File: config.mk
export PLATFORM = sky130hd
export DESIGN_NAME = execute_stage
export DESIGN_NICKNAME = d
export VERILOG_FILES = /design/src/verilog/mips_pkg.sv /design/src/verilog/execute_stage.sv
export SDC_FILE = /design/constraint.sdc
export NUM_CORES = 1
export LEC_CHECK = 0
export BUFFER_PORTS_ARGS = -buffer_cell sky130_fd_sc_hd__buf_2
export CAP_MARGIN = 20
export CORE_ASPECT_RATIO = 1.25
export CORE_MARGIN = 4
export CORE_UTILIZATION = 41
export CTS_BUF_LIST = sky130_fd_sc_hd__clkbuf_16
export CTS_CLUSTER_SIZE = 24
export DETAILED_ROUTE_END_ITERATION = 8
export PLACE_DENSITY = 0.66
export SLEW_MARGIN = 0
export SYNTH_ARGS = -nofsm -noshare
export SYNTH_HDL_FRONTEND = slang
export SYNTH_SLANG_ARGS = --single-unit
File: constraint.sdc
create_clock -name clk -period 1.2 [get_ports clk]
set_clock_uncertainty 0.1 [all_clocks]
set_input_delay 0.06 -clock clk [delete_from_list [all_inputs] [get_ports clk]]
set_output_delay 0.06 -clock clk [all_outputs]
set_load 0.03 [all_outputs]
File: src/verilog/mips_pkg.sv
package mips_pkg;

    // datapath widths
    localparam int NB_DATA   = 32;
    localparam int NB_ADDR   = 8;  // word address into data RAM
    localparam int NB_REG    = 5;
    localparam int RAM_DEPTH = 256;
    localparam int REG_COUNT = 32;

    typedef enum logic [2:0] {
        ALU_ADD = 3'd0,
        ALU_SUB = 3'd1,
        ALU_AND = 3'd2,
        ALU_OR  = 3'd3,
        ALU_SLT = 3'd4   // signed compare giving 0 or 1
    } alu_op_t;

    // access width with the same code points as the load/store funct bits
    typedef enum logic [1:0] {
        W_BYTE = 2'b00,
        W_HALF = 2'b01,
        W_WORD = 2'b10,
        W_NONE = 2'b11
    } mem_width_t;

    // request into the execute stage
    typedef struct packed {
        logic               valid;
        alu_op_t            alu_op;
        logic [NB_DATA-1:0] operand_a;
        logic [NB_DATA-1:0] operand_b;
        logic [NB_DATA-1:0] store_data;
        logic [NB_REG-1:0]  rd;
        mem_width_t         width;
        logic               sign_flag;  // 1 sign extends, 0 zero extends
        logic               mem_write;
        logic               reg_write;
        logic               mem2reg;    // 1 picks load data at write-back
    } ex_req_t;

    typedef struct packed {
        logic               valid;
        logic [NB_DATA-1:0] result;
        logic [NB_DATA-1:0] store_data;
        logic [NB_REG-1:0]  rd;
        mem_width_t         width;
        logic               sign_flag;
        logic               mem_write;
        logic               reg_write;
        logic               mem2reg;
    } ex_mem_t;

    typedef struct packed {
        logic               valid;
        logic [NB_DATA-1:0] load_data;
        logic [NB_DATA-1:0] alu_result;
        logic [NB_REG-1:0]  rd;
        logic               reg_write;
        logic               mem2reg;
    } mem_wb_t;

    // width extension shared by store shaping and load extension
    function automatic logic [NB_DATA-1:0] extend_by_width(
        input logic [NB_DATA-1:0] value,
        input mem_width_t         width,
        input logic               sign_flag
    );
        logic [NB_DATA-1:0] ext;
        case (width)
            W_BYTE: ext = sign_flag ? {{24{value[7]}}, value[7:0]} : {24'b0, value[7:0]};
            W_HALF: ext = sign_flag ? {{16{value[15]}}, value[15:0]} : {16'b0, value[15:0]};
            W_WORD: ext = value;
            default: ext = '0;  // W_NONE
        endcase
        return ext;
    endfunction

endpackage

File: src/verilog/execute_stage.sv
module execute_stage (
    input  logic              clk,
    input  logic              i_rst_n,
    input  logic              i_halt,
    input  mips_pkg::ex_req_t i_req,
    output mips_pkg::ex_mem_t o_ex_mem
);
    import mips_pkg::*;

    logic [NB_DATA-1:0] alu_result;
    ex_mem_t            ex_mem_d;
    ex_mem_t            ex_mem_q;

    // alu
    always_comb begin
        case (i_req.alu_op)
            ALU_ADD: alu_result = i_req.operand_a + i_req.operand_b;
            ALU_SUB: alu_result = i_req.operand_a - i_req.operand_b;
            ALU_AND: alu_result = i_req.operand_a & i_req.operand_b;
            ALU_OR:  alu_result = i_req.operand_a | i_req.operand_b;
            ALU_SLT: begin
                // signed less-than
                alu_result = ($signed(i_req.operand_a) < $signed(i_req.operand_b)) ?
                             {{(NB_DATA-1){1'b0}}, 1'b1} : '0;
            end
            default: alu_result = '0;
        endcase
    end

    // next EX/MEM bundle
    always_comb begin
        ex_mem_d.valid      = i_req.valid;
        ex_mem_d.result     = alu_result;
        ex_mem_d.store_data = i_req.store_data;
        ex_mem_d.rd         = i_req.rd;
        ex_mem_d.width      = i_req.width;
        ex_mem_d.sign_flag  = i_req.sign_flag;
        ex_mem_d.mem2reg    = i_req.mem2reg;
        // an idle slot must not write anything downstream
        ex_mem_d.mem_write  = i_req.valid & i_req.mem_write;
        ex_mem_d.reg_write  = i_req.valid & i_req.reg_write;
    end

    always_ff @(posedge clk or negedge i_rst_n) begin
        if (!i_rst_n) begin
            ex_mem_q <= '0;
        end else if (!i_halt) begin
            ex_mem_q <= ex_mem_d;  // hold while halted
        end
    end

    assign o_ex_mem = ex_mem_q;

endmodule

==> reports/metrics.cfg <==
[outcome]
status=complete, but fails checks
violations=setup timing

[clocking]
cts_made_buffers=9
clk_pin_slew_worst_paths_ns=0.07
htree_levels=3
root_buffer=clkbuf_16
insertion_delay_ns=0.35
clock_sinks=76
cts_tree=done
clock_path_buffers=2

[yosys]
synth_fa_ha_area_share_pct=16.0
synth_area_leader_cell=dfrtp_1
synth_top_cells_by_area=dfrtp_1 (25%), ha_1 (16%), mux2_2 (6.1%)
synth_area_um2=7750
synth-async-reset-ratio_pct=100
synth.most_common_cell=ha_1
synth-compound-area-share_pct=28.3
synth_fp_nets=1144
synth_enable_flop_cells=0
synthXorXnorAreaFrac_pct=2.71
ys_seq_area_share_pct=24.5
ys_seq_elements=76
synth_mux_area_share_pct=7.14
synth_top_family_by_area=compound AO/OA/AOI/OAI gates
ys_types=84
postSynthCellCount=932
synth_top_area_share_pct=24.5
synth_common_cells=ha_1 (96), inv_1 (93), a21oi_1 (79)
synth-main-ff-cell=dfrtp_1
ys_warn_count=0
syn-mean-instance-area_um2=8.31
yosys.area_share.simple_pct=13.5

[floorplanning]
ioPinCount=190
die_x_um=131
initial_core_util_pct=42.2
die_h_um=162
num_rows=55
die_area_um2=21200
core-area_um2=18400

[detailed_routing]
dr.pass1.iters=6
drc=0
drt-initial-drc-count=705
avgViaCountPerCell=5.63
drt-total-wl_mm=32.0
wl_per_cell_um=18.7
antenna_left=0
num_vias=9648

[worst_setup_path]
cp-end-kind=flop
cp.arrival_ns=2.47
reg2reg_from=o_ex_mem[71]$_DFFE_PN0N_
crit_path_start_kind=input port
crit_type=in -> reg
crit_fanout=4
ff2ff_setup_slack_ns=-0.28
critPathLaunch=i_req[43]
cp.required_ns=1.35

[timing]
fin_crit_ns=2.33
timing.final.ws_setup_ns=-1.13
tightest_slew_ns=0.499
hold_viol_final=0
rsz0062_at_grt=yes
finalSetupViolCount=31
hold_ws_ns=0.0126
slew_viol_final=0
relSlewSlack_pct=66.4
max_freq_ghz=0.430
min_period_over_period_pct=194

[power]
switchingPower_mw=4.78
peakVddDrop_mv=0.717
p_sw_share_pct=40.0
p_clk_share_pct=23.2
comb_power_share_pct=51.9
p_total_mw=12.0
p_leak_nw=6.60
seq_power_share_pct=24.8
p_per_area_nw_per_um2=876
p_int_mw=7.17

[run]
max-cap-violations=0

[cells_and_area]
fin_nets=1692
largest_reg_flops=76
design_area_um2=13700
stdcell_count=1713
syn2layout_area_growth_pct=76.2
drive_gt1_share_pct=54.5
antennaDiodeCount=0
fillers=1311

[worst_hold_path]
hp-class=in -> async

[global_routing]
grt_util_all_layers_pct=28.4
antenna_found_initial=0
overflow=0
grt_pass1_vias=9796
grt_pass1_wl_mm=48.4
grt_max_degree=48

[placed_design]
dpl_cell_area_um2=11600
gp_congestion=0.956
io_buffers=189
dp_slack_ns=-1.55
place_inst=1617
dp_hpwl_mm=23.2

## final timing paths
path,endpoint,depth (start not counted)
worst max-delay path,o_ex_mem[69]$_DFFE_PN0N_,14
worst min register to register,o_ex_mem[50]$_DFFE_PN0N_,2
worst min-delay path,o_ex_mem[26]$_DFFE_PN0N_,2
min in group clk,o_ex_mem[57]$_DFFE_PN0N_,4
worst max register to register,o_ex_mem[71]$_DFFE_PN0N_,6
max in group asynchronous,o_ex_mem[66]$_DFFE_PN0N_,3
## placed cells by master, fill, tap and decap left out, types with 10 or more instances in the layout
cell           instances
inv_2                 22
nand2_1               71
a221oi_2              15
a21oi_1               59
inv_1                 63
a21o_1                18
dfrtp_1               76
mux2_2                42
ha_4                  21
ha_1                  68
dlygate4sd3_1         45
a21oi_2               19
o21ai_1               25
nor2_1                55
buf_12                11
nand2b_1              11
o21ai_0               34
nand3_1               10
buf_6                 31
xnor2_1               19
buf_4                329
buf_2                171
## area by class of cell
| cell class | count | area [um2] | share of cell area (%) |
|---|---|---|---|
| Inverter | 98 | 460 | 3.37 |
| Timing Repair Buffer | 589 | 4380 | 32.1 |
| Multi-Input combinational cell | 706 | 6340 | 46.4 |
| Clock buffer | 9 | 225 | 1.65 |
| Clock inverter | 7 | 65.1 | 0.477 |
| Tap cell | 228 | 285 | 2.09 |
| Sequential cell | 76 | 1900 | 13.9 |
## power by group through the flow
| stage | Sequential [mW] | Clock (mW) | Combinational [mW] |
|---|---|---|---|
| after floorplan | 3.53 | 0 | 2.29 |
| after global placement | 3.00 | 0 | 5.08 |
| after detailed placement | 3.01 | 0 | 5.15 |
| after CTS | 2.96 | 2.81 | 5.79 |
| after global routing | 2.99 | 2.90 | 6.62 |
| final | 2.97 | 2.78 | 6.21 |
## worst max-delay path: stages
cell      delay (ns)
buf_8           0.10
buf_12          0.11
ha_4            0.16
fa_2            0.39
nor2_4          0.14
o221ai_4        0.15
a21oi_4         0.24
buf_4           0.16
a31oi_4         0.09
o31ai_2         0.22
o21ai_2         0.11
o21ai_2         0.17
xor2_1          0.09
o31ai_1         0.27
## layer usage
metal	vias up	wire (um)	global-route usage, %
met5	-	0	0
met4	0	1580	13.5
met3	135	1940	3.45
met2	474	16700	52.0
met1	4604	11700	31.9
li1	4435	-	-
## logic make-up after synthesis
kind of cell,Yosys count
AO/OA/AOI/OAI,309
multiplexers,50
flip-flops,76
XOR/XNOR,24
buffers and inverters,150
AND/OR/NAND/NOR,225
adder cells (fa/ha/maj),98
## repair_timing
item	4_1_cts	5_1_grt
pin swaps	98	77
endpoints found under the hold margin	120	0
resized for setup	156	81
hold buffers	45	0
buffers inserted	18	23
endpoints found under the setup margin	34	35
## metrics by stage
stage,utilization [%],TNS (ns)
floorplan,-,-26.57
global placement,63.0,-40.59
detailed placement,63.0,-41.79
CTS,71.7,-25.81
global route,74.3,-30.08
finish,74.3,-27.29
Note: power is estimated with default switching activity, not from simulation.
