<file path="src/verilog/mips_pkg.sv">
package mips_pkg;

    // datapath widths
    localparam int NB_DATA   = 32;
    localparam int NB_ADDR   = 8;  // word address into data RAM
    localparam int NB_REG    = 5;
    localparam int RAM_DEPTH = 256;
    localparam int REG_COUNT = 32;

    typedef enum logic [2:0] {
        ALU_ADD = 3'd0,
        ALU_SUB = 3'd1,
        ALU_AND = 3'd2,
        ALU_OR  = 3'd3,
        ALU_SLT = 3'd4   // signed compare giving 0 or 1
    } alu_op_t;

    // access width with the same code points as the load/store funct bits
    typedef enum logic [1:0] {
        W_BYTE = 2'b00,
        W_HALF = 2'b01,
        W_WORD = 2'b10,
        W_NONE = 2'b11
    } mem_width_t;

    // request into the execute stage
    typedef struct packed {
        logic               valid;
        alu_op_t            alu_op;
        logic [NB_DATA-1:0] operand_a;
        logic [NB_DATA-1:0] operand_b;
        logic [NB_DATA-1:0] store_data;
        logic [NB_REG-1:0]  rd;
        mem_width_t         width;
        logic               sign_flag;  // 1 sign extends, 0 zero extends
        logic               mem_write;
        logic               reg_write;
        logic               mem2reg;    // 1 picks load data at write-back
    } ex_req_t;

    typedef struct packed {
        logic               valid;
        logic [NB_DATA-1:0] result;
        logic [NB_DATA-1:0] store_data;
        logic [NB_REG-1:0]  rd;
        mem_width_t         width;
        logic               sign_flag;
        logic               mem_write;
        logic               reg_write;
        logic               mem2reg;
    } ex_mem_t;

    typedef struct packed {
        logic               valid;
        logic [NB_DATA-1:0] load_data;
        logic [NB_DATA-1:0] alu_result;
        logic [NB_REG-1:0]  rd;
        logic               reg_write;
        logic               mem2reg;
    } mem_wb_t;

    // width extension shared by store shaping and load extension
    function automatic logic [NB_DATA-1:0] extend_by_width(
        input logic [NB_DATA-1:0] value,
        input mem_width_t         width,
        input logic               sign_flag
    );
        logic [NB_DATA-1:0] ext;
        case (width)
            W_BYTE: ext = sign_flag ? {{24{value[7]}}, value[7:0]} : {24'b0, value[7:0]};
            W_HALF: ext = sign_flag ? {{16{value[15]}}, value[15:0]} : {16'b0, value[15:0]};
            W_WORD: ext = value;
            default: ext = '0;  // W_NONE
        endcase
        return ext;
    endfunction

endpackage

</file>
<file path="src/verilog/register_file.sv">
module register_file (
    input  logic                         clk,
    input  logic                         i_rst_n,
    input  logic                         i_halt,
    input  mips_pkg::mem_wb_t            i_mem_wb,
    input  logic [mips_pkg::NB_REG-1:0]  i_dbg_addr,
    output logic [mips_pkg::NB_DATA-1:0] o_dbg_data
);
    import mips_pkg::*;

    logic [NB_DATA-1:0] regs [REG_COUNT];
    logic [NB_DATA-1:0] wb_data;
    logic               wb_en;

    // write-back select
    assign wb_data = i_mem_wb.mem2reg ? i_mem_wb.load_data : i_mem_wb.alu_result;

    // r0 is never written so it stays at its reset value of 0
    assign wb_en = i_mem_wb.valid & i_mem_wb.reg_write & ~i_halt &
                   (i_mem_wb.rd != '0);

    always_ff @(posedge clk or negedge i_rst_n) begin
        if (!i_rst_n) begin
            for (int i = 0; i < REG_COUNT; i++) begin
                regs[i] <= '0;
            end
        end else if (wb_en) begin
            regs[i_mem_wb.rd] <= wb_data;
        end
    end

    assign o_dbg_data = regs[i_dbg_addr];  // combinational debug read

endmodule

</file>
<file path="config.mk">
export PLATFORM = sky130hd
export DESIGN_NAME = register_file
export DESIGN_NICKNAME = d
export VERILOG_FILES = /design/src/verilog/mips_pkg.sv /design/src/verilog/register_file.sv
export SDC_FILE = /design/constraint.sdc
export NUM_CORES = 2
export LEC_CHECK = 0
export BUFFER_PORTS_ARGS = -buffer_cell sky130_fd_sc_hd__buf_2
export CAP_MARGIN = 20
export CELL_PAD_IN_SITES_DETAIL_PLACEMENT = 1
export CELL_PAD_IN_SITES_GLOBAL_PLACEMENT = 2
export CORE_ASPECT_RATIO = 0.75
export CORE_MARGIN = 2
export CORE_UTILIZATION = 33
export DETAILED_ROUTE_END_ITERATION = 7
export PLACE_DENSITY_LB_ADDON = 0.1
export SYNTH_ARGS = -nofsm -noshare
export SYNTH_HDL_FRONTEND = slang
export SYNTH_SLANG_ARGS = --single-unit
</file>
<file path="constraint.sdc">
create_clock -name clk -period 2.5 [get_ports clk]
set_input_delay 0.5 -clock clk [delete_from_list [all_inputs] [get_ports clk]]
set_output_delay 0.5 -clock clk [all_outputs]
set_load 0.02 [all_outputs]
</file>
==> summary.md <==
| Metric | Value |
|---|---|
| Setup violators final | 31 |
| Synth Instances | 4584 |
| Pre-CTS setup slack | -438 ps |
| Yosys warning count | 0 |
| Clock root buffer | clkbuf_16 |
| Overall routing resource usage | 24.0% |
| Fin cells | 6657 |
| Synth Area in XOR/XNOR | 0% |
| Core Footprint | 136000 sq um |
| Die ar. | 140000 sq um |
| Iter 0 DRT Violations | 2035 |
| Die Y-Extent | 325 um |
| Die width | 432 um |
| Worst vdd ir | 0.519 mV |
| RD Place Congestion | 0.758 |
| Synth Net Count | 4664 |
| Max_slew headroom | 45.8% |
| Worst Path Max Fanout | 2 |
| RSZ-0062 raised after global routing | yes |
| Gr ovfl total | 0 |
| Post-synth cell types | 31 |
| Netlist Area Pre-Place | 45300 sq um |
| Vias | 34296 |
| Adder-Cell Fraction of Synth Area | 0% |
| Fin. max-slew vios | 0 |
| R2R Setup Slk | 1580 ps |
| Seq/Total Area, Yosys | 56.6% |
| Most frequent cells in the layout | dfrtp_1 (1024), a21oi_1 (736), nor2_1 (643) |
| M3 GR Usage | 3.72% |
| Fin crit share | 109% |
| Met1 usage | 35.3% |
| Flop pwr share | 45.5% |
| Final Util | 41.6% |
| P per Cell Area | 757 nW/um^2 |
| H-tree levels | 3 |
| WL final | 167 mm |
| Worst skew pair latency | 730 ps |
| Tmin final | 2720 ps |
| Comb power frac | 14.1% |
| Area grow syn2layout | 24.7% |
| Post-Place Cells | 6378 |
| Peak Freq | 0.367 GHz |
| Simple-Gate Fraction of Synth Area | 11.5% |
| Main combinational cell family by area after synthesis | compound AO/OA/AOI/OAI gates |
| Setup CP Type | reg -> out |
| IO Pins | 112 |
| Drt drc | 0 |
| Initial core utilization | 33.3% |
| Worst hold path type | in -> reg |
| Site row count | 117 |
| Grt peak-use layer | met2 |
| Internal power contribution | 0.0312 W |
| Clk sink count | 1024 |
| CTS tree | yes |
| Mux cell area share after synthesis | 12.0% |
| Max reg flops | 1024 |
| DR WL/cell | 25.1 um |
| Clock transition at path regs | 60 ps |
| Vias in the first global route | 35919 |
| Drt first pass iters | 5 |
| Layout cell share with drive strength beyond 1 | 18.4% |
| Final worst slack | -224 ps |
| Clock share of power | 40.3% |
| Commonest non-fill, non-tap cell in the layout | dfrtp_1 |
| Failing checks | setup timing |
| Arrival time at the worst endpoint | 2220 ps |
| Switching power | 0.0116 W |
| Post-synthesis async set-or-reset flop share | 100% |
| Mean post-synth cell area | 9.88 sq um |
| Max Root-Sink Buffers | 3 |
| Max-Cap Viols | 0 |
| Sw frac | 27.1% |
| Via density | 5.15 |
| FF+latch count, synth | 1024 |
| Status | complete, but fails checks |
| Initial antenna violation count | 4 |
| Worst path required time | 2000 ps |
| Top flop regs | regs x1024 |
| Fin. Hold Viols | 0 |
| TritonCTS buffer count | 112 |
| Synth Area in Compound Gates | 15.5% |
| Clock Skews | 0 ps |
| Main synth FF type | dfrtp_1 |
| GR Util met2 | 37.4% |
| Nature of the critical path startpoint | flip-flop |
| Final ANT Viol Nets | 0 |
| Final Net Count | 4867 |
| Largest net degree at the start of global routing | 66 |
| Leak Pwr | 26.7 nW |
| Post-synth EDFFs | 0 |
| HPWL after DPL | 103 mm |
| Slew @ Worst Pin | 813 ps |
| Critical Path Sink Type | output port |
| Largest register by flop count | regs |
| Global-route wire length before repair | 250 mm |
| Port bufs | 111 |
-- metal layers --
| layer | vias up | part of all wire (%) |
|---|---|---|
| li1 | 16164 | - |
| met1 | 17485 | 49 |
| met2 | 460 | 45 |
| met3 | 185 | 3.7 |
| met4 | 2 | 1.9 |
| met5 | - | 0.0072 |
-- timing repair --
item / CTS / global route
hold endpoints to repair: 28 / 0
buffers inserted: 47 / 29
endpoints found under the setup margin: 32 / 32
hold buffers: 1 / 0
gates cloned: 8 / 1
pin swaps: 44 / 61
gates resized for setup: 127 / 52
-- worst paths after layout --
path                                   startpoint                     end  depth (start not counted)
max                         regs[823]$_DFFE_PN0P_          o_dbg_data[23]                          6
min                                  i_mem_wb[33]    regs[26]$_DFFE_PN0P_                          4
max reg2reg                 regs[887]$_DFFE_PN0P_   regs[887]$_DFFE_PN0P_                          4
min reg2reg                regs[1016]$_DFFE_PN0P_  regs[1016]$_DFFE_PN0P_                          0
max in group asynchronous                 i_rst_n   regs[625]$_DFFE_PN0P_                          4
min in group asynchronous                 i_rst_n   regs[690]$_DFFE_PN0P_                          2
-- critical path, cell delays in order, from the launching register on --
cell	delay, ps
dfrtp_1	380
mux2i_1	190
a22o_1	210
nor3_2	80
a31oi_2	270
nand3_2	180
buf_6	170
-- cells by family after synthesis --
kind of cell	count (synthesis)
AOI/OAI and AO/OA	1280
buffers and inverters	465
DFF	1024
muxes	544
and+or+nand+nor	1271
-- cells in the mapped netlist (2+ instances only) --
| master | count | share of area, % |
|---|---|---|
| mux2i_1 | 544 | 12 |
| o21ai_1 | 3 | 0.033 |
| a21oi_1 | 736 | 8.1 |
| nand2_1 | 453 | 3.8 |
| nor3_1 | 34 | 0.38 |
| nor2_1 | 644 | 5.3 |
| nor3b_1 | 2 | 0.033 |
| buf_6 | 9 | 0.22 |
| buf_2 | 145 | 1.6 |
| dfrtp_1 | 1024 | 57 |
| nand2b_1 | 6 | 0.083 |
| nand3_1 | 98 | 1.1 |
| nor3_2 | 5 | 0.11 |
| a31oi_1 | 32 | 0.44 |
| and2_1 | 5 | 0.069 |
| nor3_4 | 10 | 0.36 |
| a22oi_1 | 96 | 1.6 |
| a22o_1 | 64 | 1.2 |
| or4_1 | 4 | 0.066 |
| o21ai_2 | 31 | 0.60 |
| nor2b_1 | 2 | 0.028 |
| clkbuf_1 | 271 | 2.2 |
| o21ai_0 | 318 | 3.5 |
| buf_1 | 39 | 0.32 |
| nand3b_1 | 3 | 0.050 |
-- metrics by stage --
stage,instance area [sq um],setup TNS [ps],hold WS [ps],total power [W]
after floorplan,45300,0,204,0.0229
after global placement,51000,-7750,364,0.0253
after detailed placement,51000,-8120,366,0.0255
after CTS,56000,-4100,226,0.0432
after global routing,56500,-5550,252,0.0449
final,56500,-2360,288,0.0428
-- power groups by stage --
stage                     Combinational (W)  Clock [W]  Sequential, W
after floorplan                     0.00346          0         0.0194
after detailed placement            0.00570          0         0.0198
final                               0.00605     0.0173         0.0195
after global routing                0.00677     0.0184         0.0197
after global placement              0.00555          0         0.0197
after CTS                           0.00602     0.0177         0.0195
-- cell type report --
cell class | instances | area, sq um
repair buffers | 554 | 6350
flip-flops and latches | 1024 | 25600
multi-input cells | 3095 | 18600
fillers | 14788 | 79500
well taps | 1785 | 2230
clock buffers | 170 | 3360
diodes | 1 | 2.50
clock inverters | 28 | 384
No activity file was read; power rests on OpenSTA's default activity.
